==> src/axil_pkg.sv <==
`default_nettype none

package axil_pkg;

   // bus and memory sizes
   localparam int ADDR_WIDTH      = 10;
   localparam int DATA_WIDTH      = 32;
   localparam int STRB_WIDTH      = DATA_WIDTH / 8;
   localparam int WORD_ADDR_WIDTH = 8;
   localparam int TAG_WIDTH       = 8;
   localparam int BODY_WIDTH      = 46;

   // command opcodes
   localparam logic OP_WRITE = 1'b1;
   localparam logic OP_READ  = 1'b0;

   // axi response code, the only one the ram returns
   localparam logic [1:0] RESP_OKAY = 2'b00;

   // master transaction states
   localparam int         M_STATE_WIDTH = 3;
   localparam logic [2:0] M_IDLE   = 3'd0;
   localparam logic [2:0] M_WR_AW  = 3'd1;
   localparam logic [2:0] M_WR_B   = 3'd2;
   localparam logic [2:0] M_RD_AR  = 3'd3;
   localparam logic [2:0] M_RD_R   = 3'd4;
   localparam logic [2:0] M_RESULT = 3'd5;

   // one command body, read as a write or as a read
   typedef union packed {
      struct packed {
         logic [ADDR_WIDTH-1:0] addr;
         logic [STRB_WIDTH-1:0] strb;
         logic [DATA_WIDTH-1:0] data;
      } wr;
      struct packed {
         logic [ADDR_WIDTH-1:0]                       addr;
         logic [TAG_WIDTH-1:0]                        tag;
         logic [BODY_WIDTH-ADDR_WIDTH-TAG_WIDTH-1:0]  pad;
      } rd;
   } cmd_body_u;

   // opcode on top, body below
   typedef struct packed {
      logic      op;
      cmd_body_u body;
   } cmd_word_t;

endpackage

`default_nettype wire

==> src/resp_return.sv <==
`timescale 1ns/1ps
`default_nettype none

module resp_return (
   input  logic                            clk,
   input  logic                            rst,
   input  logic                            res_valid,
   output logic                            res_ready,
   input  logic [axil_pkg::DATA_WIDTH-1:0] res_data,
   input  logic [1:0]                      res_code,
   input  logic [axil_pkg::TAG_WIDTH-1:0]  res_tag,
   output logic                            rsp_req,
   input  logic                            rsp_ack,
   output logic [axil_pkg::DATA_WIDTH-1:0] rsp_data,
   output logic [1:0]                      rsp_code,
   output logic [axil_pkg::TAG_WIDTH-1:0]  rsp_tag
);

   // holder occupied, from accept until ack falls
   logic busy;
   logic accept;

   // phases: !busy empty, busy with req requesting, busy without req waiting ack low
   assign res_ready = !busy && !rsp_ack;
   assign accept    = res_valid && res_ready;

   always_ff @(posedge clk) begin
      if (rst) begin
         busy    <= 1'b0;
         rsp_req <= 1'b0;
      end else begin
         if (accept) begin
            busy    <= 1'b1;
            rsp_req <= 1'b1;
         end else if (rsp_req && rsp_ack) begin
            rsp_req <= 1'b0;
         end else if (busy && !rsp_req && !rsp_ack) begin
            // all four phases done
            busy <= 1'b0;
         end
      end
   end

   // response register
   always_ff @(posedge clk) begin
      if (accept) begin
         rsp_data <= res_data;
         rsp_code <= res_code;
         rsp_tag  <= res_tag;
      end
   end

endmodule

`default_nettype wire

==> config.mk <==
export PLATFORM = sky130hd
export DESIGN_NAME = resp_return
export DESIGN_NICKNAME = d
export VERILOG_FILES = /design/src/axil_pkg.sv /design/src/resp_return.sv
export SDC_FILE = /design/constraint.sdc
export NUM_CORES = 1
export LEC_CHECK = 0
export BUFFER_PORTS_ARGS = -buffer_cell sky130_fd_sc_hd__buf_2
export CAP_MARGIN = 20
export CORE_MARGIN = 8
export CORE_UTILIZATION = 36
export CTS_CLUSTER_SIZE = 25
export DETAILED_ROUTE_END_ITERATION = 16
export PLACE_DENSITY = 0.73
export SYNTH_ARGS = -nofsm -noshare
export SYNTH_HDL_FRONTEND = slang
export SYNTH_SLANG_ARGS = --single-unit
==> constraint.sdc <==
create_clock -name clk -period 2.3 [get_ports clk]
set_input_delay 0.23 -clock clk [delete_from_list [all_inputs] [get_ports clk]]
set_output_delay 0.23 -clock clk [all_outputs]
set_load 0.01 [all_outputs]
==> impl_metrics.env <==
export IMPL_worstPathCellList="nor3b_4, buf_4"
export IMPL_cts_resized=0
export IMPL_critical_path_startpoint_type="register"
export IMPL_ys_ff_latch=44
export IMPL_pre_cts_ws_ns=0.914
export IMPL_grt_pass1_vias=1006
export IMPL_wl_met3_um=491
export IMPL_vias=832
export IMPL_slew_headroom_pct=65.7
export IMPL_crit_path_end_kind="register"
export IMPL_overflow=0
export IMPL_holdCritPathClass="in2reg"
export IMPL_yosysMostFrequentCell="edfxtp_1"
export IMPL_fmax_ghz=0.716
export IMPL_ios=90
export IMPL_synth_area_leaders="edfxtp_1 (93%), dfxtp_1 (3.0%), o21a_1 (1.1%)"
export IMPL_syn2layout_area_growth_pct=46.6
export IMPL_synth_top_area_share_pct=93.2
export IMPL_cts_tree="built"
export IMPL_clk_pin_slew_ns=0.08
export IMPL_die_height_um=77.3
export IMPL_worst_pin_slew_ns=0.514
export IMPL_drt_initial_drc_count=38
export IMPL_yosysSeqAreaShare_pct=96.2
export IMPL_yosysTopAreaCell="edfxtp_1"
export IMPL_start_util_pct=37.2
export IMPL_die_w_um=77.3
export IMPL_cts_hold_buffers=0
export IMPL_grt_pass1_wl_um=4620
export IMPL_synthFlopType="edfxtp_1"
export IMPL_netlist_area_um2=1350
export IMPL_grt_max_degree=44
export IMPL_nNetsFinal=194
export IMPL_track_usage_pct=10.0
export IMPL_post_cts_buffers=0
export IMPL_finalSetupTns_ns=0
export IMPL_p_leak_nw=0.848
export IMPL_period_needed_ns=1.40
export IMPL_outcome="finished, final reports clean"
export IMPL_ys_types=7
export IMPL_yosys_warnings=0
export IMPL_path_buf_inv=1
export IMPL_core_area_um2=3630
export IMPL_htreeDepth=2
export IMPL_drtAntennaViolNets=0
export IMPL_ys_async_sr_fraction_pct=0
export IMPL_drive_above_1_share_pct=65.8
export IMPL_synth_cells=51
export IMPL_path_class="reg2reg"
export IMPL_wl_um=2980
export IMPL_synth_edf_count=42
export IMPL_clk_latency_ns=0.29
export IMPL_fin_skew_ns=0.00747
export IMPL_critical_path_max_stage_delay_ns=0.47
export IMPL_diodes=0
export IMPL_worstPathArrival_ns=1.32
export IMPL_clock_tree_buffer_depth=2
export IMPL_crit_family="buffers and inverters"
export IMPL_drc=0
export IMPL_crit_required_ns=2.22
export IMPL_worstPathMaxFanout=43
export IMPL_die_area_um2=5970
export IMPL_setup_ws_ns=0.903
export IMPL_fin_hold_ws_ns=0.112
export IMPL_port_buffers=89
export IMPL_cts_root_buf="clkbuf_8"
export IMPL_wl_met1_um=1020
export IMPL_antenna_found_initial=0
export IMPL_cts_sinks=44
export IMPL_syn_num_nets=97
export IMPL_max_cap_violations=0
export IMPL_final_hold_viol_count=0
export IMPL_rsz0062_at_grt="no"
export IMPL_gp_congestion=0.670
export IMPL_drv_slew=0
export IMPL_top_layer="met4"
export IMPL_row_count=22
export IMPL_wl_per_cell_um=15.1
export IMPL_finalCritPeriodShare_pct=60.7
export IMPL_peakVddDrop_mv=0.457
export IMPL_power_density_nw_per_um2=808
export IMPL_dr_pass1_iters=3
export IMPL_slowest_stage="buf_4"
export IMPL_synth_common_cells="edfxtp_1 (42), dfxtp_1 (2), nor2_1 (2), o21a_1 (2)"
export IMPL_cts_made_buffers=5
export IMPL_setup_viol=0
export IMPL_route_met2_wl_um=1420
export IMPL_viasPerCell=4.22
export IMPL_syn_area_per_cell_um2=26.5
[flip-flops by register name, summed over array words and instances (netlist names)]
signal and count:
rsp_req 1, busy 1, rsp_data 32, rsp_code 2, rsp_tag 8
[routing by layer]
layer,vias to the layer above,GRT usage [%]
li1,396,-
met1,372,8.75
met2,58,15.8
met3,6,8.39
met4,0,5.09
met5,-,0
[cell families (layout without fill, tap and decap cells)]
group | after synthesis | after routing | share of synthesized area [%]
compound gates | 3 | 3 | 1.85
buf+inv | 0 | 98 | 0
flops | 44 | 44 | 96.2
simple gates | 4 | 4 | 1.94
[final timing paths]
kind / end / slack (ns) / depth (start not counted) / from
max reg2reg: rsp_data[7] / 0.90 / 2 / busy
min: rsp_tag[2] / 0.11 / 1 / res_tag[2]
max: rsp_data[7] / 0.90 / 2 / busy
min reg2reg: rsp_req / 0.50 / 1 / rsp_req
[metrics by stage]
stage	util, %	instances	total power [W]	instance area [um^2]
6_report	54.6	197	0.00160	1980
5_1_grt	54.6	197	0.00166	1980
4_1_cts	54.6	197	0.00162	1980
3_5_place_dp	51.5	189	0.00106	1870
3_3_place_gp	51.5	189	0.00105	1870
2_1_floorplan	-	51	0.000984	1360
[cell type report]
class | count | area [um^2]
clock buffer | 5 | 68.8
clock inverter | 3 | 42.5
fill | 323 | 1650
multi-input combinational | 7 | 57.6
sequential | 44 | 1300
tap | 48 | 60.1
timing repair buffer | 90 | 453
[cell usage in the layout, fill, tap and decap left out]
cell and count:
nor3b_4 1, clkbuf_8 5, clkinv_1 1, o21a_1 2
bufinv_16 1, clkinv_4 1, buf_4 1, nor2b_1 1
dfxtp_1 2, buf_2 89, o21ba_1 1, nor2_1 2
edfxtp_1 42
[power breakdown]
part | switching, W | internal, W
Clock | 0.000241 | 0.000321
Sequential | 0.00000948 | 0.000919
Combinational | 0.0000583 | 0.0000531
Power figures use the tool's default switching activity.
