`config.mk`:
```
export PLATFORM = sky130hd
export DESIGN_NAME = axil_master
export DESIGN_NICKNAME = d
export VERILOG_FILES = /design/src/axil_pkg.sv /design/src/axil_master.sv
export SDC_FILE = /design/constraint.sdc
export NUM_CORES = 1
export LEC_CHECK = 0
export BUFFER_PORTS_ARGS = -buffer_cell sky130_fd_sc_hd__buf_2
export CAP_MARGIN = 20
export CORE_ASPECT_RATIO = 1.25
export CORE_UTILIZATION = 23
export DETAILED_ROUTE_END_ITERATION = 6
export GPL_TIMING_DRIVEN = 0
export SYNTH_ARGS = -nofsm -noshare
export SYNTH_HDL_FRONTEND = slang
export SYNTH_SLANG_ARGS = --single-unit
```
`constraint.sdc`:
```
create_clock -name clk -period 4.6 [get_ports clk]
set_clock_uncertainty 0.05 [all_clocks]
set_input_delay 0.23 -clock clk [delete_from_list [all_inputs] [get_ports clk]]
set_output_delay 0.23 -clock clk [all_outputs]
set_load 0.005 [all_outputs]
```
`src/axil_pkg.sv`:
```
`default_nettype none

package axil_pkg;

   // bus and memory sizes
   localparam int ADDR_WIDTH      = 10;
   localparam int DATA_WIDTH      = 32;
   localparam int STRB_WIDTH      = DATA_WIDTH / 8;
   localparam int WORD_ADDR_WIDTH = 8;
   localparam int TAG_WIDTH       = 8;
   localparam int BODY_WIDTH      = 46;

   // command opcodes
   localparam logic OP_WRITE = 1'b1;
   localparam logic OP_READ  = 1'b0;

   // axi response code, the only one the ram returns
   localparam logic [1:0] RESP_OKAY = 2'b00;

   // master transaction states
   localparam int         M_STATE_WIDTH = 3;
   localparam logic [2:0] M_IDLE   = 3'd0;
   localparam logic [2:0] M_WR_AW  = 3'd1;
   localparam logic [2:0] M_WR_B   = 3'd2;
   localparam logic [2:0] M_RD_AR  = 3'd3;
   localparam logic [2:0] M_RD_R   = 3'd4;
   localparam logic [2:0] M_RESULT = 3'd5;

   // one command body, read as a write or as a read
   typedef union packed {
      struct packed {
         logic [ADDR_WIDTH-1:0] addr;
         logic [STRB_WIDTH-1:0] strb;
         logic [DATA_WIDTH-1:0] data;
      } wr;
      struct packed {
         logic [ADDR_WIDTH-1:0]                       addr;
         logic [TAG_WIDTH-1:0]                        tag;
         logic [BODY_WIDTH-ADDR_WIDTH-TAG_WIDTH-1:0]  pad;
      } rd;
   } cmd_body_u;

   // opcode on top, body below
   typedef struct packed {
      logic      op;
      cmd_body_u body;
   } cmd_word_t;

endpackage

`default_nettype wire

```
`src/axil_master.sv`:
```
`timescale 1ns/1ps
`default_nettype none

module axil_master (
   input  logic                            clk,
   input  logic                            rst,
   input  logic                            cmd_valid,
   input  axil_pkg::cmd_word_t             cmd_data,
   output logic                            cmd_ready,
   output logic [axil_pkg::ADDR_WIDTH-1:0] awaddr,
   output logic [2:0]                      awprot,
   output logic                            awvalid,
   input  logic                            awready,
   output logic [axil_pkg::DATA_WIDTH-1:0] wdata,
   output logic [axil_pkg::STRB_WIDTH-1:0] wstrb,
   output logic                            wvalid,
   input  logic                            wready,
   input  logic [1:0]                      bresp,
   input  logic                            bvalid,
   output logic                            bready,
   output logic [axil_pkg::ADDR_WIDTH-1:0] araddr,
   output logic [2:0]                      arprot,
   output logic                            arvalid,
   input  logic                            arready,
   input  logic [axil_pkg::DATA_WIDTH-1:0] rdata,
   input  logic [1:0]                      rresp,
   input  logic                            rvalid,
   output logic                            rready,
   output logic                            res_valid,
   input  logic                            res_ready,
   output logic [axil_pkg::DATA_WIDTH-1:0] res_data,
   output logic [1:0]                      res_code,
   output logic [axil_pkg::TAG_WIDTH-1:0]  res_tag
);

   logic [axil_pkg::M_STATE_WIDTH-1:0] state;
   logic                               start;
   logic                               wr_done;

   // unprivileged, secure, data access
   assign awprot = 3'b000;
   assign arprot = 3'b000;

   // one transaction at a time
   assign cmd_ready = (state == axil_pkg::M_IDLE);
   assign start     = cmd_ready && cmd_valid;

   // aw and w may finish on different cycles
   assign wr_done = (!awvalid || awready) && (!wvalid || wready);

   always_ff @(posedge clk) begin
      if (rst) begin
         state     <= axil_pkg::M_IDLE;
         awvalid   <= 1'b0;
         wvalid    <= 1'b0;
         bready    <= 1'b0;
         arvalid   <= 1'b0;
         rready    <= 1'b0;
         res_valid <= 1'b0;
      end else begin
         case (state)
            axil_pkg::M_IDLE: begin
               if (start) begin
                  case (cmd_data.op)
                     axil_pkg::OP_WRITE: begin
                        awvalid <= 1'b1;
                        wvalid  <= 1'b1;
                        state   <= axil_pkg::M_WR_AW;
                     end
                     axil_pkg::OP_READ: begin
                        arvalid <= 1'b1;
                        state   <= axil_pkg::M_RD_AR;
                     end
                  endcase
               end
            end
            axil_pkg::M_WR_AW: begin
               if (awready) begin
                  awvalid <= 1'b0;
               end
               if (wready) begin
                  wvalid <= 1'b0;
               end
               if (wr_done) begin
                  bready <= 1'b1;
                  state  <= axil_pkg::M_WR_B;
               end
            end
            axil_pkg::M_WR_B: begin
               if (bvalid) begin
                  bready    <= 1'b0;
                  res_valid <= 1'b1;
                  state     <= axil_pkg::M_RESULT;
               end
            end
            axil_pkg::M_RD_AR: begin
               if (arready) begin
                  arvalid <= 1'b0;
                  rready  <= 1'b1;
                  state   <= axil_pkg::M_RD_R;
               end
            end
            axil_pkg::M_RD_R: begin
               if (rvalid) begin
                  rready    <= 1'b0;
                  res_valid <= 1'b1;
                  state     <= axil_pkg::M_RESULT;
               end
            end
            axil_pkg::M_RESULT: begin
               // hold the result until the return side takes it
               if (res_ready) begin
                  res_valid <= 1'b0;
                  state     <= axil_pkg::M_IDLE;
               end
            end
            default: begin
               state <= axil_pkg::M_IDLE;
            end
         endcase
      end
   end

   // channel payload and result fields
   always_ff @(posedge clk) begin
      if (start) begin
         awaddr   <= cmd_data.body.wr.addr;
         wdata    <= cmd_data.body.wr.data;
         wstrb    <= cmd_data.body.wr.strb;
         araddr   <= cmd_data.body.rd.addr;
         res_data <= '0;
         // tag echoes for reads only
         res_tag  <= (cmd_data.op == axil_pkg::OP_READ) ? cmd_data.body.rd.tag : '0;
      end
      if (state == axil_pkg::M_WR_B && bvalid) begin
         res_code <= bresp;
      end
      if (state == axil_pkg::M_RD_R && rvalid) begin
         res_data <= rdata;
         res_code <= rresp;
      end
   end

endmodule

`default_nettype wire

```
==> results of run 1 <==
## timing repair
action,in CTS,in global routing
setup buffers,0,0
hold endpoints to repair,22,4
hold buffers,22,4
## state kept, by name, indices dropped and copies added (netlist names)
name       flops
araddr        10
rready         1
arvalid        1
wvalid         1
bready         1
wdata         32
res_valid      1
res_tag        8
res_code       2
wstrb          4
awvalid        1
state          3
res_data      32
## final timing paths
kind / to / depth (start not counted) / slack [ns] / from
worst max register to register: wdata[14] / 5 / 2.85 / state[2]
worst max-delay path: wdata[14] / 5 / 2.85 / state[2]
worst min-delay path: wdata[17] / 1 / 0.02 / cmd_data[17]
worst min register to register: rready / 2 / 0.43 / rready
## per-layer routing
layer / global-route usage [%] / wire length, µm
met5: 0 / 0
met4: 6.36 / 289
met3: 2.81 / 452
met2: 18.1 / 4530
met1: 11.1 / 3360
## where the power goes
group          switching [µW]  internal (µW)
Clock                     322            424
Combinational             428            386
Sequential               65.4           1280
Total                     815           2090
## cell type report
cell class / instances / share of cell area (%)
Clock inverter: 6 / 1.18
Multi-Input combinational cell: 100 / 11.9
Sequential cell: 97 / 51.2
Tap cell: 212 / 4.81
Clock buffer: 10 / 4.15
Timing Repair Buffer: 224 / 23.4
Inverter: 3 / 0.204
Buffer: 25 / 3.20
## synth_stat cells, types with 2 or more instances
cell type / n / share of area, %
and2_1: 32 / 5.5
buf_4: 16 / 3.3
nand3_1: 4 / 0.55
nor4b_1: 2 / 0.48
a21oi_1: 6 / 0.83
mux2i_1: 3 / 0.83
nand2_1: 6 / 0.62
nor3_1: 2 / 0.28
edfxtp_1: 88 / 73
nor2_1: 6 / 0.62
buf_2: 6 / 0.83
dfxtp_1: 9 / 5.0
a21o_1: 2 / 0.41
buf_6: 2 / 0.62
o21ai_0: 4 / 0.55
mux2_2: 2 / 0.62
nor2b_1: 10 / 1.7
inv_1: 3 / 0.31
## per-stage QoR
stage / instance area, µm² / setup WS (ns) / hold slack [ns] / utilization, %
after floorplan: 3650 / 1.19 / 0.279 / -
after global placement: 4900 / 0.266 / 0.357 / 31.6
after detailed placement: 4960 / 2.86 / 0.358 / 32.0
after CTS: 5470 / 2.85 / 0.000443 / 35.3
after global routing: 5510 / 2.75 / 0.000757 / 35.6
final: 5510 / 2.85 / 0.0214 / 35.6
## critical path, stage by stage (launching register included)
cell	delay, ns
dfxtp_1	0.34
buf_6	0.15
nor3_2	0.22
nand2_1	0.17
inv_2	0.20
buf_16	0.27
## cell usage in the layout, fill, tap and decap left out, types with 6 or more instances in the layout
master           n
a21oi_1          6
conb_1           6
nor2_1           6
nand2_1          6
dlygate4sd3_1   26
buf_2          202
and2_1          32
edfxtp_1        88
nor2b_1         10
dfxtp_1          9
buf_4           16
clkbuf_16        9
## logic make-up (layout without fill, tap and decap cells)
| logic type | after synthesis | count (layout) | share of synthesized area, % |
|---|---|---|---|
| AO/OA/AOI/OAI | 15 | 15 | 2.75 |
| buffers and inverters | 28 | 268 | 5.16 |
| flip-flops | 97 | 97 | 77.6 |
| multiplexers | 5 | 5 | 1.45 |
| other | 1 | 6 | 0.103 |
| AND/OR/NAND/NOR | 74 | 74 | 12.9 |
==> metrics.csv, run 1 <==
stage,metric,value,unit
outcome,status,"finished, final reports clean",
place,gp_congestion,0.745,
floorplanning,initial_core_util,23.4,%
yosys,synth_top_flop_cell,edfxtp_1,
sta,hold_viol,0,
final_layout,antenna_cells,0,
final_layout,fillers,1536,
clocking,cts_resized,0,
clocking,cts_buffers,9,
final_layout,nets,552,
drt,wl,8.63,mm
job,cap_viol_max_count,0,
clocking,htree_num_levels,3,
global_routing,first_global_vias,2555,
worst_setup_path,start_kind,register,
sta,slew_violations,0,
worst_setup_path,crit_required,4.57,ns
yosys,synth-edff-count,88,
place,place_inst,635,
global_routing,grt_pass1_wl,12.6,mm
drt,routed_via_density,3.80,
power,vdd_drop_max,0.000219,V
yosys,ys_seq_elements,97,
sta,tightestPinTransition,0.525,ns
global_routing,grt_overflow,0,
global_routing,grt_max_degree,50,
power,total_power,2910,µW
yosys,synthArstFlopShare,0,%
power,p_per_area,527,mW/mm²
yosys,syn-instance-count,220,
final_layout,multiInputGateArea,656,µm²
drt,first_pass_iters,4,
floorplanning,dieHeight,143,µm
final_layout,ff_latch_area,0.00282,mm²
drt,drc,0,
worst_setup_path,worstPathMaxFanout,49,
floorplanning,die_w,114,µm
global_routing,antenna_found_initial,0,
global_routing,grt_use_total,10.4,%
floorplanning,core_area,0.0155,mm²
floorplanning,rows,51,
drt,wl_per_cell,12.8,µm
drt,num_vias,2571,
sta,rsz0062_at_grt,no,
sta,fmax,570,MHz
min_path,min-delay-path-class,in -> reg,
floorplanning,num_io_pins,203,
yosys,syn_area,0.00364,mm²
worst_setup_path,cp-end-kind,register,
sta,relSlewSlack,65.0,%
yosys,yosysSeqAreaShare,77.6,%
floorplanning,dieArea,0.0163,mm²
clocking,cts_tree,yes,
worst_setup_path,worstSetupPathType,reg -> reg,
final_layout,layout.cells.non_filler,677,
yosys,synth_warnings,0,
sta,period_share,38.1,%
yosys,synth_cell_types,35,
place,port_buffers,196,
clocking,clkLatencyLatePin,0.34,ns
clocking,clockBufferDepth,2,
sta,setup_violations,0,
clocking,clk_pin_slew,0.07,ns
place,hpwl,6.51,mm
yosys,avgSynthCellArea,16.5,µm²
drt,ant_nets,0,
power,p_leak,0.00239,µW
clocking,cts.sinks,97,
drt,drtIter0Drc,76,
final_layout,drive_above_1_share,54.0,%
final_layout,area_delta_synth_final,51.7,%
sta,fin_crit,1.75,ns
clocking,root_buffer,clkbuf_16,
sta,tns,0,ns
worst_setup_path,critPathArrivalTime,1.72,ns
(Power assumes the default switching activity.)
==> run 2: changes to the inputs <==
--- a/config.mk
+++ b/config.mk
@@ -5,6 +5,7 @@
 export SDC_FILE = /design/constraint.sdc
 export NUM_CORES = 1
 export LEC_CHECK = 0
+export ABC_AREA = 1
 export BUFFER_PORTS_ARGS = -buffer_cell sky130_fd_sc_hd__buf_2
 export CAP_MARGIN = 20
 export CORE_ASPECT_RATIO = 1.25
==> constraint.sdc (replaced) <==
create_clock -name clk -period 1.5 [get_ports clk]
set_clock_uncertainty 0.05 [all_clocks]
set_input_delay 0.075 -clock clk [delete_from_list [all_inputs] [get_ports clk]]
set_output_delay 0.075 -clock clk [all_outputs]
set_load 0.005 [all_outputs]
==> metrics.csv, run 2 <==
stage,metric,value,unit
outcome,status,"complete, but fails checks",
outcome,failed_checks,setup timing,
yosys,synth-edff-count,88,
yosys,syn_area,0.00374,mm²
drt,drtIter0Drc,179,
global_routing,antenna_found_initial,0,
global_routing,grt_max_degree,17,
worst_setup_path,critPathTopFamily,buffers and inverters,
floorplanning,die_w,116,µm
place,place_area,0.00506,mm²
sta,tightestPinTransition,0.548,ns
clocking,clk_pin_slew,0.07,ns
sta,relSlewSlack,63.4,%
power,p_int,7210,µW
clocking,cts.sinks,97,
clocking,clkLatencyLatePin,0.33,ns
worst_setup_path,start_kind,register,
final_layout,final_util,41.6,%
global_routing,grt_pass1_wl,14.8,mm
power,p_sw,2970,µW
final_layout,area_delta_synth_final,74.9,%
clocking,clockBufferDepth,2,
worst_setup_path,critPathSlowestCell,dfxtp_2,
power,p_seq_share,40.3,%
worst_setup_path,worstSetupPathType,reg -> reg,
final_layout,nets,693,
power,p_per_area,1550,mW/mm²
drt,wl,10.9,mm
sta,fin_crit,1.55,ns
power,power_frac_comb,35.6,%
yosys,synth_area_leaders,"edfxtp_1 71%, inv_1 5.2%, dfxtp_1 4.8%, nor2_1 4.6%, buf_4 3.2%",
sta,fmax,645,MHz
place,port_buffers,195,
floorplanning,initial_core_util,23.8,%
yosys,synthArstFlopShare,0,%
final_layout,multiInputGateArea,623,µm²
floorplanning,num_io_pins,203,
yosys,synth_warnings,0,
floorplanning,dieArea,0.0168,mm²
drt,routed_via_density,3.87,
yosys,yosysSeqAreaShare,75.4,%
power,vdd_drop_max,0.000579,V
sta,rsz0062_at_grt,yes,
global_routing,use_met2,22.8,%
clocking,cts_tree,yes,
global_routing,gr-max-usage-layer,met2,
power,clkPwrFrac,24.1,%
yosys,syn-instance-count,281,
yosys,ys_seq_elements,97,
power,p_leak,0.00304,µW
worst_setup_path,crit_required,1.50,ns
yosys,synth_common_cells,"88 x edfxtp_1, 52 x inv_1, 46 x nor2_1, 22 x nand2_1, 16 x buf_4",
yosys,synth.most_common_cell,edfxtp_1,
global_routing,grt_overflow,0,
drt,num_vias,3166,
yosys,synth_cell_types,27,
clocking,root_buffer,clkbuf_16,
global_routing,grt_util_met3,2.79,%
final_layout,mostFrequentLayoutCells,"197 x buf_2, 88 x edfxtp_1, 80 x dlygate4sd3_1, 50 x inv_1, 45 x nor2_1",
yosys,synth_top_flop_cell,edfxtp_1,
final_layout,ff_latch_area,0.00282,mm²
drt,wl_per_cell,13.3,µm
global_routing,grt_use_total,11.9,%
job,cap_viol_max_count,0,
clocking,htree_num_levels,3,
worst_setup_path,path_buf_inv,4,
drt,drc,0,
clocking,cts_buffers,9,
final_layout,drive_above_1_share,46.6,%
worst_setup_path,cpPeakStageDelay,0.32,ns
place,hpwl,7.01,mm
yosys,yosysTopAreaCellShare,70.6,%
worst_setup_path,cp_cell_sequence,"buf_6, nor3_4, inv_4, buf_6, o21ai_4, buf_12",
drt,ant_nets,0,
sta,slew_violations,0,
worst_setup_path,critPathArrivalTime,1.55,ns
sta,setup_violations,74,
worst_setup_path,cp_common_cell,buf_6,
worst_setup_path,worstPathMaxFanout,16,
floorplanning,dieHeight,145,µm
min_path,min-delay-path-class,in -> reg,
sta,hold_viol,0,
final_layout,fillers,1476,
sta,period_share,103,%
power,p_sw_share,29.2,%
global_routing,first_global_vias,3005,
floorplanning,rows,51,
final_layout,design_area,0.00655,mm²
final_layout,final_common_cell,buf_2,
global_routing,use_met1,12.1,%
place,preCtsSetupSlack,-0.628,ns
floorplanning,core_area,0.0158,mm²
worst_setup_path,cp-end-kind,register,
power,total_power,10200,µW
drt,first_pass_iters,5,
yosys,avgSynthCellArea,13.3,µm²
place,gp_congestion,0.863,
sta,finalWorstSetupSlack,-0.0511,ns
final_layout,reg_top3,"res_data: 32 flops, wdata: 32 flops, araddr: 10 flops",
yosys,synth_top_area_cell,edfxtp_1,
sta,whs,0.00753,ns
==> run 2: changes by cell type after synthesis, sizes merged, moves of 3 or more <==
cell    delta
nand4      +3
and2      -32
nor2      +43
mux2i      -3
nor2b     -11
nand2     +18
nand2b     -3
nand3      +5
inv       +52
==> run 2: power groups by stage <==
stage	Sequential (µW)	Clock (µW)	Combinational, µW
3_5_place_dp	4180	0	2500
3_3_place_gp	4160	0	2390
4_1_cts	4110	2550	3240
2_1_floorplan	4270	0	1190
5_1_grt	4180	2640	3930
6_report	4110	2450	3620
==> run 2: final timing paths <==
| kind | cells past startpoint | from | endpoint | slack (ns) |
|---|---|---|---|---|
| worst min-delay path | 3 | rdata[28] | res_data[28] | 0.008 |
| worst max-delay path | 6 | state[0] | res_data[25] | -0.05 |
| worst max register to register | 6 | state[0] | res_data[25] | -0.05 |
| worst min register to register | 2 | rready | rready | 0.42 |
==> run 2: layout make-up <==
cell class              instances  area share [%]
well taps                     212            4.05
inverters                      55            3.34
diodes                          1          0.0382
clock inverters                 6            1.38
multi-input cells             114            9.51
clock buffers                   9            3.44
repair buffers                301            32.4
flip-flops and latches         97            43.1
plain buffers                  23            2.75
==> run 2: what timing repair did <==
action / CTS / global route
endpoints found under the hold margin: 83 / 1
cloned: 3 / 3
hold buffers: 79 / 1
gates resized for setup: 10 / 20
endpoints found under the setup margin: 88 / 77
pin swaps: 6 / 7
buffers inserted: 16 / 8
==> run 2: cells by family after synthesis <==
| logic type | after synthesis | share of synthesized area [%] |
|---|---|---|
| other | 1 | 0.100 |
| multiplexers | 2 | 0.802 |
| flip-flops | 97 | 75.4 |
| AND/OR/NAND/NOR | 89 | 11.3 |
| buffers and inverters | 78 | 10.4 |
| AO/OA/AOI/OAI | 14 | 2.07 |
==> run 2: stage by stage <==
stage,instances,setup TNS [ns]
2_1_floorplan,286,-37.04
3_3_place_gp,693,-61.95
3_5_place_dp,694,-45.63
4_1_cts,807,-5.16
5_1_grt,817,-7.01
6_report,818,-1.95
==> run 2: routing by layer <==
layer  up-vias  wire length [µm]  part of all wire (%)
li1       1543                 -                     -
met1      1487              3950                    36
met2       122              6180                    57
met3        14               552                   5.1
met4         0               180                   1.7
met5         -                 0                     0
==> run 2: worst min-delay path: cells and delay by family <==
family | cells | cell delay, ns
buf+inv | 2 | 0.11
simple gates | 1 | 0.09
