==> src/axil_pkg.sv <==
`default_nettype none

package axil_pkg;

   // bus and memory sizes
   localparam int ADDR_WIDTH      = 10;
   localparam int DATA_WIDTH      = 32;
   localparam int STRB_WIDTH      = DATA_WIDTH / 8;
   localparam int WORD_ADDR_WIDTH = 8;
   localparam int TAG_WIDTH       = 8;
   localparam int BODY_WIDTH      = 46;

   // command opcodes
   localparam logic OP_WRITE = 1'b1;
   localparam logic OP_READ  = 1'b0;

   // axi response code, the only one the ram returns
   localparam logic [1:0] RESP_OKAY = 2'b00;

   // master transaction states
   localparam int         M_STATE_WIDTH = 3;
   localparam logic [2:0] M_IDLE   = 3'd0;
   localparam logic [2:0] M_WR_AW  = 3'd1;
   localparam logic [2:0] M_WR_B   = 3'd2;
   localparam logic [2:0] M_RD_AR  = 3'd3;
   localparam logic [2:0] M_RD_R   = 3'd4;
   localparam logic [2:0] M_RESULT = 3'd5;

   // one command body, read as a write or as a read
   typedef union packed {
      struct packed {
         logic [ADDR_WIDTH-1:0] addr;
         logic [STRB_WIDTH-1:0] strb;
         logic [DATA_WIDTH-1:0] data;
      } wr;
      struct packed {
         logic [ADDR_WIDTH-1:0]                       addr;
         logic [TAG_WIDTH-1:0]                        tag;
         logic [BODY_WIDTH-ADDR_WIDTH-TAG_WIDTH-1:0]  pad;
      } rd;
   } cmd_body_u;

   // opcode on top, body below
   typedef struct packed {
      logic      op;
      cmd_body_u body;
   } cmd_word_t;

endpackage

`default_nettype wire

==> src/cmd_intake.sv <==
`timescale 1ns/1ps
`default_nettype none

module cmd_intake (
   input  logic              clk,
   input  logic              rst,
   input  logic              cmd_req,
   input  axil_pkg::cmd_word_t cmd_word,
   input  logic              cmd_ready,
   output logic              cmd_ack,
   output logic              cmd_valid,
   output axil_pkg::cmd_word_t cmd_data
);

   logic take;
   logic accept;

   // master drains the holding register
   assign take = cmd_valid && cmd_ready;

   // new word only in idle phase and with an empty holder
   // a host waiting here sits with req high and ack low
   assign accept = !cmd_ack && cmd_req && !cmd_valid;

   // host phase lives in cmd_ack: low is idle, high is acknowledged
   // cmd_valid doubles as the holder full flag
   always_ff @(posedge clk) begin
      if (rst) begin
         cmd_ack   <= 1'b0;
         cmd_valid <= 1'b0;
      end else begin
         if (take) begin
            cmd_valid <= 1'b0;
         end
         if (accept) begin
            cmd_ack   <= 1'b1;
            cmd_valid <= 1'b1;
         end else if (cmd_ack && !cmd_req) begin
            // host dropped req, close the exchange
            cmd_ack <= 1'b0;
         end
      end
   end

   // holding register
   always_ff @(posedge clk) begin
      if (accept) begin
         cmd_data <= cmd_word;
      end
   end

endmodule

`default_nettype wire

==> config.mk <==
export PLATFORM = sky130hd
export DESIGN_NAME = cmd_intake
export DESIGN_NICKNAME = d
export VERILOG_FILES = /design/src/axil_pkg.sv /design/src/cmd_intake.sv
export SDC_FILE = /design/constraint.sdc
export NUM_CORES = 1
export LEC_CHECK = 0
export ABC_AREA = 1
export BUFFER_PORTS_ARGS = -buffer_cell sky130_fd_sc_hd__buf_2
export CAP_MARGIN = 15
export CORE_ASPECT_RATIO = 0.9
export CORE_MARGIN = 3
export CORE_UTILIZATION = 40
export CTS_CLUSTER_DIAMETER = 50
export DETAILED_ROUTE_END_ITERATION = 8
export GPL_ROUTABILITY_DRIVEN = 0
export PLACE_DENSITY = 0.85
export SLEW_MARGIN = 20
export SYNTH_ARGS = -nofsm -noshare
export SYNTH_HDL_FRONTEND = slang
export SYNTH_SLANG_ARGS = --single-unit
==> constraint.sdc <==
create_clock -name clk -period 2.03 [get_ports clk]
set_input_delay 0.406 -clock clk [delete_from_list [all_inputs] [get_ports clk]]
set_output_delay 0.406 -clock clk [all_outputs]
set_load 0.02 [all_outputs]
==> results of run 1 <==
-- power groups by stage --
stage / Clock (mW) / Combinational (mW) / Sequential [mW]
finish: 0.644 / 0.229 / 1.20
global route: 0.718 / 0.246 / 1.21
CTS: 0.665 / 0.232 / 1.20
detailed placement: 0 / 0.233 / 1.22
global placement: 0 / 0.224 / 1.22
floorplan: 0 / 0.0271 / 1.31
-- routing by layer --
metal  track usage [%]  wire [um]  vias up  part of all wire, %
met5                 0          0        -                    0
met4              5.74         63        0                  2.1
met1              12.7        992      435                   32
li1                  -          -      435                    -
met2              24.6       1600       62                   52
met3              9.28        408        7                   13
-- stage by stage --
stage | cell area, um^2 | total power [mW] | instances | util (%) | worst slack (ns)
after floorplan | 1490 | 1.34 | 58 | - | 0.127
after global placement | 2060 | 1.45 | 202 | 59.3 | 0.635
after detailed placement | 2060 | 1.46 | 202 | 59.3 | 0.555
after CTS | 2170 | 2.10 | 210 | 62.4 | 0.601
after global routing | 2170 | 2.17 | 210 | 62.4 | 0.513
final | 2170 | 2.07 | 210 | 62.4 | 0.614
-- path summary, 6_finish.rpt --
path                               start                     end  slack [ns]  depth (start not counted)
setup reg to reg  cmd_valid$_SDFFE_PP0P_  cmd_data[40]$_DFFE_PP_        0.61                          4
setup / recovery  cmd_valid$_SDFFE_PP0P_  cmd_data[40]$_DFFE_PP_        0.61                          4
hold reg to reg   cmd_valid$_SDFFE_PP0P_  cmd_valid$_SDFFE_PP0P_        0.51                          2
hold / removal              cmd_word[24]  cmd_data[24]$_DFFE_PP_        0.29                          1
-- state kept, by name, summed over array words and instances (netlist names) --
name and flops:
cmd_ack 1, cmd_data 47, cmd_valid 1
-- cell families (layout without fill, tap and decap cells) --
logic type	Yosys count	in the layout	share of synthesized area, %
flip-flops	49	49	97.3
buffers and inverters	3	111	0.755
AO/OA/AOI/OAI	2	2	0.923
AND/OR/NAND/NOR	4	4	1.01
-- area by class of cell --
cell class / instances / area [um^2] / share of cell area, %
tap: 44 / 55.1 / 2.54
clock inverter: 2 / 35.0 / 1.61
clock buffer: 6 / 72.6 / 3.34
inverter: 3 / 11.3 / 0.519
sequential: 49 / 1450 / 66.9
multi-input combinational: 6 / 28.8 / 1.33
timing repair buffer: 100 / 515 / 23.8
-- synth_stat cells --
master / instances / area (um^2)
nand2_1: 2 / 7.51
nor2_1: 2 / 7.51
dfxtp_1: 2 / 40.0
edfxtp_1: 47 / 1410
inv_1: 3 / 11.3
o21ai_0: 1 / 5.00
a21oi_2: 1 / 8.76
-- worst max-delay path, delay by kind of cell (launching register included) --
kind | cells | cell delay [ns]
flops | 1 | 0.34
simple gates | 2 | 0.23
buf+inv | 2 | 0.55
==> flow_metrics.env, run 1 <==
export IMPL_status="finished clean"
export IMPL_die_w_um=70.4
export IMPL_clk_pin_slew_worst_paths_ns=0.08
export IMPL_area_growth_pct=45.5
export IMPL_rsz0062_at_grt="no"
export IMPL_critPathArrivalTime_ns=1.40
export IMPL_finalSetupTns_ns=0
export IMPL_final_cell_mix="99 x buf_2, 47 x edfxtp_1, 5 x clkbuf_8"
export IMPL_vias=939
export IMPL_syn_area_um2=1490
export IMPL_powerDensity_nw_per_um2=956
export IMPL_fin_worst_skew_ns=0.00466
export IMPL_holdWs_ns=0.286
export IMPL_rows=20
export IMPL_combPwrFrac_pct=11.0
export IMPL_yosysWarnings=0
export IMPL_routed_via_density=4.47
export IMPL_vdd_drop_max_uv=664
export IMPL_dr_pass1_iters=4
export IMPL_gr_usage_all_layers_pct=14.1
export IMPL_post_synth_cell_area_avg_um2=25.7
export IMPL_drive_gt1_share_pct=65.7
export IMPL_routed_wl_um=3070
export IMPL_p_int_mw=1.63
export IMPL_power_switching_uw=442
export IMPL_drc_errors=0
export IMPL_fillers=253
export IMPL_cts_resized=0
export IMPL_tightest_slew_ns=0.360
export IMPL_initial_core_util_pct=42.9
export IMPL_swShare_pct=21.3
export IMPL_max_freq_mhz=706
export IMPL_max_cap_violations=0
export IMPL_worstSkewPairLatency_ns=0.28
export IMPL_max_stage_delay_ns=0.34
export IMPL_slowest_stage="dfxtp_1"
export IMPL_cts_sinks=49
export IMPL_cts_buffers_inserted=5
export IMPL_crit_chain="nor2_1, nand2_1, inv_2, buf_12"
export IMPL_cp_start_kind="flip-flop"
export IMPL_p_seq_share_pct=57.9
export IMPL_syn_nets=109
export IMPL_final_common_cell="buf_2"
export IMPL_seq_area_frac_synth_pct=97.3
export IMPL_fp_dieH_um=63.9
export IMPL_criticalPathCategory="reg2reg"
export IMPL_htreeDepth=2
export IMPL_required_ns=2.02
export IMPL_hold_viol_final=0
export IMPL_ys_ff_latch=49
export IMPL_synth_distinct_cells=7
export IMPL_power_static_leakage_nw=0.941
export IMPL_end_kind="flip-flop"
export IMPL_grt_start_max_net_pins=32
export IMPL_core_area_um2=3480
export IMPL_nets=216
export IMPL_cts_buffer_depth=2
export IMPL_ios=100
export IMPL_synthCells=58
export IMPL_drtIter0Drc=33
export IMPL_root_buffer="clkbuf_8"
export IMPL_p_clk_share_pct=31.1
export IMPL_finalSetupViolCount=0
export IMPL_slew_violations=0
export IMPL_grt_overflow=0
export IMPL_critPathMaxFanout=31
export IMPL_relSlewSlack_pct=76.0
export IMPL_grt_pass1_vias=990
export IMPL_hpwlAfterDp_um=2490
export IMPL_cts_tree="yes"
export IMPL_wl_per_cell_um=14.6
export IMPL_antenna_found_initial=0
export IMPL_grt_pass1_wl_um=4680
export IMPL_detail_route_antenna_nets=0
export IMPL_postCtsSetupBuffers=0
export IMPL_port_buffers=99
export IMPL_antennaDiodeCount=0
export IMPL_cts_hold_buf=0
export IMPL_hold_path_class="in2reg"
export IMPL_fin_crit_ns=1.42
export IMPL_dieArea_um2=4500
export IMPL_period_share_pct=69.8
Note: power is estimated with default switching activity, not from simulation.
==> inputs of run 2 (changes only) <==
--- a/config.mk
+++ b/config.mk
@@ -10,11 +10,11 @@
 export CAP_MARGIN = 15
 export CORE_ASPECT_RATIO = 0.9
 export CORE_MARGIN = 3
-export CORE_UTILIZATION = 40
+export CORE_UTILIZATION = 36
 export CTS_CLUSTER_DIAMETER = 50
 export DETAILED_ROUTE_END_ITERATION = 8
 export GPL_ROUTABILITY_DRIVEN = 0
-export PLACE_DENSITY = 0.85
+export PLACE_DENSITY = 0.81
 export SLEW_MARGIN = 20
 export SYNTH_ARGS = -nofsm -noshare
 export SYNTH_HDL_FRONTEND = slang
==> constraint.sdc (replaced) <==
create_clock -name clk -period 1.2 [get_ports clk]
set_input_delay 0.24 -clock clk [delete_from_list [all_inputs] [get_ports clk]]
set_output_delay 0.24 -clock clk [all_outputs]
set_load 0.02 [all_outputs]
==> run 2 against run 1 <==
Cell count increased by 1.9%. Largest power group unchanged. Critical path type unchanged. Highest routed layer unchanged. Sequential share of layout area shrank 1.2 points. Via count is 3.9% lower.
==> flow_metrics.env, run 2 (synthesis gave the netlist of run 1 again) <==
export IMPL_status="finished clean"
export IMPL_max_stage_delay_ns=0.36
export IMPL_detail_route_antenna_nets=0
export IMPL_area_growth_pct=48.8
export IMPL_max_freq_mhz=866
export IMPL_p_total_mw=3.36
export IMPL_rows=21
export IMPL_cts_buffer_depth=2
export IMPL_grtUsageMet1_pct=13.0
export IMPL_drc_errors=0
export IMPL_port_buffers=99
export IMPL_antenna_found_initial=0
export IMPL_multi_input_area_um2=38.8
export IMPL_swShare_pct=23.2
export IMPL_routed_via_density=4.21
export IMPL_cts_sinks=49
export IMPL_max_cap_violations=0
export IMPL_reg_top3="cmd_data (47), cmd_ack (1), cmd_valid (1)"
export IMPL_ios=100
export IMPL_antennaDiodeCount=0
export IMPL_path_buf_inv=2
export IMPL_critPathArrivalTime_ns=1.17
export IMPL_hold_viol_final=0
export IMPL_dr_pass1_iters=4
export IMPL_fin_worst_skew_ns=0.00498
export IMPL_power_static_leakage_nw=0.947
export IMPL_postCtsSetupBuffers=0
export IMPL_nets=218
export IMPL_p_int_mw=2.58
export IMPL_finalInstanceArea_um2=2220
export IMPL_cp_start_kind="flip-flop"
export IMPL_rsz0062_at_grt="yes"
export IMPL_final_util_pct=57.5
export IMPL_top_register="cmd_data"
export IMPL_final_cell_mix="99 x buf_2, 47 x edfxtp_1, 5 x clkbuf_8"
export IMPL_slew_violations=0
export IMPL_grtUsageMet2_pct=18.9
export IMPL_powerDensity_nw_per_um2=1510
export IMPL_fillers=289
export IMPL_criticalPathCategory="reg2reg"
export IMPL_drtIter0Drc=20
export IMPL_fp_dieH_um=67.1
export IMPL_busiest_layer="met2"
export IMPL_hpwlAfterDp_um=2370
export IMPL_crit_chain="nor2_4, nand2_2, clkinvlp_4, clkbuf_16"
export IMPL_grtUsageMet3_pct=8.45
export IMPL_core_area_um2=3860
export IMPL_required_ns=1.21
export IMPL_drive_gt1_share_pct=68.5
export IMPL_fin_crit_ns=1.15
export IMPL_period_share_pct=96.2
export IMPL_cts_tree="yes"
export IMPL_vdd_drop_max_uv=1040
export IMPL_slowest_stage="dfxtp_4"
export IMPL_end_kind="flip-flop"
export IMPL_cts_hold_buf=0
export IMPL_hold_path_class="in2reg"
export IMPL_cts_buffers_inserted=5
export IMPL_worstSkewPairLatency_ns=0.29
export IMPL_tightest_slew_ns=0.146
export IMPL_finalSetupViolCount=0
export IMPL_regArea_um2=1460
export IMPL_relSlewSlack_pct=90.3
export IMPL_die_w_um=73.8
export IMPL_final_common_cell="buf_2"
export IMPL_wl_per_cell_um=13.9
export IMPL_htreeDepth=2
export IMPL_gr_usage_all_layers_pct=12.2
export IMPL_grt_overflow=0
export IMPL_combPwrFrac_pct=12.4
export IMPL_p_seq_share_pct=60.5
export IMPL_grt_pass1_vias=913
export IMPL_critPathMaxFanout=13
export IMPL_grt_start_max_net_pins=28
export IMPL_root_buffer="clkbuf_8"
export IMPL_initial_core_util_pct=38.6
export IMPL_power_switching_uw=780
export IMPL_vias=902
export IMPL_largest_reg_flops=47
export IMPL_p_clk_share_pct=27.1
export IMPL_clk_pin_slew_worst_paths_ns=0.09
export IMPL_routed_wl_um=2970
export IMPL_placed_cell_area_um2=2100
export IMPL_grt_pass1_wl_um=4280
export IMPL_cp_top_family="flip-flops"
export IMPL_dieArea_um2=4950
run 2: final cells by class:
class / count / area share (%)
clock buffer: 5 / 3.10
clock inverter: 3 / 0.902
inverter: 3 / 0.676
multi-input combinational: 6 / 1.75
sequential: 49 / 65.7
tap: 46 / 2.59
timing repair buffer: 102 / 25.3
run 2: final timing paths:
kind                          start                      to  slack, ns  cells past startpoint
max            cmd_ack$_SDFFE_PP0P_   cmd_data[0]$_DFFE_PP_       0.05                      4
min                    cmd_word[10]  cmd_data[10]$_DFFE_PP_       0.12                      1
max reg2reg    cmd_ack$_SDFFE_PP0P_   cmd_data[0]$_DFFE_PP_       0.05                      4
min reg2reg  cmd_valid$_SDFFE_PP0P_  cmd_valid$_SDFFE_PP0P_       0.53                      2
run 2: metal layers:
metal | share of wire [%] | up-vias
li1 | - | 438
met1 | 36 | 392
met2 | 47 | 70
met3 | 16 | 2
met4 | 0.74 | 0
met5 | 0 | -
run 2: per-stage QoR:
stage	setup slack [ns]	TNS (ns)	std cells	hold slack (ns)
5_1_grt	-0.00552	-0.107	214	0.0975
2_1_floorplan	-0.408	-19.17	58	0.293
3_5_place_dp	0.0236	0	205	0.417
4_1_cts	0.00305	0	213	0.104
6_report	0.0451	0	214	0.118
3_3_place_gp	0.0454	0	205	0.416
run 2: power groups by stage:
| stage | registers, mW | clock network, mW | logic [mW] |
|---|---|---|---|
| finish | 2.03 | 0.910 | 0.416 |
| CTS | 2.03 | 0.946 | 0.405 |
| floorplan | 2.21 | 0 | 0.0482 |
| detailed placement | 2.07 | 0 | 0.405 |
| global route | 2.04 | 1.02 | 0.449 |
| global placement | 2.07 | 0 | 0.399 |
run 2: timing repair:
| item | CTS | global route |
|---|---|---|
| endpoints found under the setup margin | 0 | 44 |
| hold endpoints to repair | 0 | 0 |
| gates resized for setup | 0 | 3 |
==> inputs of run 3 (changes only) <==
--- a/config.mk
+++ b/config.mk
@@ -15,6 +15,7 @@
 export DETAILED_ROUTE_END_ITERATION = 8
 export GPL_ROUTABILITY_DRIVEN = 0
 export PLACE_DENSITY = 0.81
+export SETUP_SLACK_MARGIN = 0.2
 export SLEW_MARGIN = 20
 export SYNTH_ARGS = -nofsm -noshare
 export SYNTH_HDL_FRONTEND = slang
==> run 3 against run 2 <==
Global-route usage grew 0.23 points. Critical path depth stayed put. Register-to-register slack worse by 0.04 ns. Die area is the same. First-iteration DRC count is 10% lower. Largest cell class unchanged. Sequential share of layout area is 8.4 points lower. Non-clock buffer count is 2 higher. Worst setup slack got worse by 0.039 ns.
==> flow_metrics.env, run 3 (synthesis gave the netlist of run 1 again) <==
export IMPL_status="finished clean"
export IMPL_grt_pass1_wl_um=4350
export IMPL_drtIter0Drc=18
export IMPL_vdd_drop_max_uv=973
export IMPL_cts_sinks=49
export IMPL_relSlewSlack_pct=88.3
export IMPL_vias=936
export IMPL_drc_errors=0
export IMPL_largest_reg_flops=47
export IMPL_wl_per_cell_um=15.5
export IMPL_p_total_mw=3.54
export IMPL_power_static_leakage_nw=1.06
export IMPL_rows=21
export IMPL_finalSetupTns_ns=0
export IMPL_gr_usage_all_layers_pct=12.5
export IMPL_critPathArrivalTime_ns=1.21
export IMPL_grt_start_max_net_pins=28
export IMPL_multi_input_area_um2=38.8
export IMPL_busiest_layer="met2"
export IMPL_critPathMaxFanout=20
export IMPL_port_buffers=99
export IMPL_core_area_um2=3860
export IMPL_cts_hold_buf=0
export IMPL_ios=100
export IMPL_antenna_found_initial=0
export IMPL_post_place_ws_ns=0.0236
export IMPL_finalSetupViolCount=0
export IMPL_cts_buffers_inserted=5
export IMPL_criticalPathCategory="reg2reg"
export IMPL_dr_pass1_iters=2
export IMPL_regArea_um2=1460
export IMPL_fin_ws_ns=0.00570
export IMPL_powerDensity_nw_per_um2=1390
export IMPL_fillers=256
export IMPL_initial_core_util_pct=38.6
export IMPL_final_cell_mix="50 x buf_6, 50 x buf_2, 47 x edfxtp_1, 5 x clkbuf_8"
export IMPL_antennaDiodeCount=0
export IMPL_numPlacedInstances=205
export IMPL_cts_buffer_depth=2
export IMPL_rsz0062_at_grt="yes"
export IMPL_area_growth_pct=70.6
export IMPL_grt_pass1_vias=949
export IMPL_hpwlAfterDp_um=2370
export IMPL_reg_top3="cmd_data (47), cmd_ack (1), cmd_valid (1)"
export IMPL_dieArea_um2=4950
export IMPL_grtUsageMet3_pct=8.75
export IMPL_fin_cells=216
export IMPL_max_freq_mhz=837
export IMPL_slew_violations=0
export IMPL_root_buffer="clkbuf_8"
export IMPL_routed_wl_um=3340
export IMPL_hold_viol_final=0
export IMPL_cts_tree="yes"
export IMPL_die_w_um=73.8
export IMPL_finalInstanceArea_um2=2540
export IMPL_hold_path_class="in2reg"
export IMPL_worstSkewPairLatency_ns=0.29
export IMPL_final_util_pct=65.9
export IMPL_grt_overflow=0
export IMPL_detail_route_antenna_nets=0
export IMPL_clk_pin_slew_worst_paths_ns=0.09
export IMPL_cp_start_kind="flip-flop"
export IMPL_grtUsageMet1_pct=13.0
export IMPL_nets=220
export IMPL_fp_dieH_um=67.1
export IMPL_holdWs_ns=0.103
export IMPL_htreeDepth=2
export IMPL_end_kind="flip-flop"
export IMPL_grtUsageMet2_pct=19.5
export IMPL_top_register="cmd_data"
export IMPL_placed_cell_area_um2=2100
export IMPL_required_ns=1.21
export IMPL_period_share_pct=99.5
export IMPL_fin_worst_skew_ns=0.0127
export IMPL_fin_crit_ns=1.19
export IMPL_routed_via_density=4.33
export IMPL_max_cap_violations=0
export IMPL_tightest_slew_ns=0.173
export IMPL_drive_gt1_share_pct=68.8
-- run 3: changes by cell type in the layout (fill, tap and decap cells not counted), sizes merged --
cell,delta
buf,+2
-- run 3: metal layers --
| metal | wire [um] | up-vias | share of wire (%) |
|---|---|---|---|
| met1 | 1160 | 423 | 35 |
| met3 | 499 | 2 | 15 |
| met2 | 1660 | 67 | 50 |
| li1 | - | 444 | - |
| met5 | 0 | - | 0 |
| met4 | 22 | 0 | 0.66 |
-- run 3: worst paths after layout --
check	from	depth (start not counted)	to	slack, ns
worst max-delay path	cmd_ack$_SDFFE_PP0P_	4	cmd_data[30]$_DFFE_PP_	0.006
worst min-delay path	rst	2	cmd_valid$_SDFFE_PP0P_	0.10
worst max register to register	cmd_ack$_SDFFE_PP0P_	4	cmd_data[30]$_DFFE_PP_	0.006
worst min register to register	cmd_valid$_SDFFE_PP0P_	2	cmd_valid$_SDFFE_PP0P_	0.54
-- run 3: what timing repair did --
item,4_1_cts,5_1_grt
cloned,0,2
resized for setup,18,83
setup buffers,1,0
setup endpoints to repair,96,96
-- run 3: power by group --
group	switching, mW	leakage [nW]	internal, mW	total, mW
registers	0.0513	0.464	2.01	2.06
logic	0.261	0.554	0.286	0.547
clock network	0.521	0.0422	0.410	0.932
-- run 3: critical path, cell delays in order (launching register included) --
cell and delay (ns):
dfxtp_4 0.36, nor2_4 0.10, nand2_2 0.09, clkinvlp_4 0.17, buf_12 0.18
-- run 3: final cells by class --
class	count	share of cell area [%]
Clock buffer	5	2.70
Clock inverter	3	0.787
Inverter	3	0.590
Multi-Input combinational cell	6	1.52
Sequential cell	49	57.3
Tap cell	46	2.26
Timing Repair Buffer	104	34.8
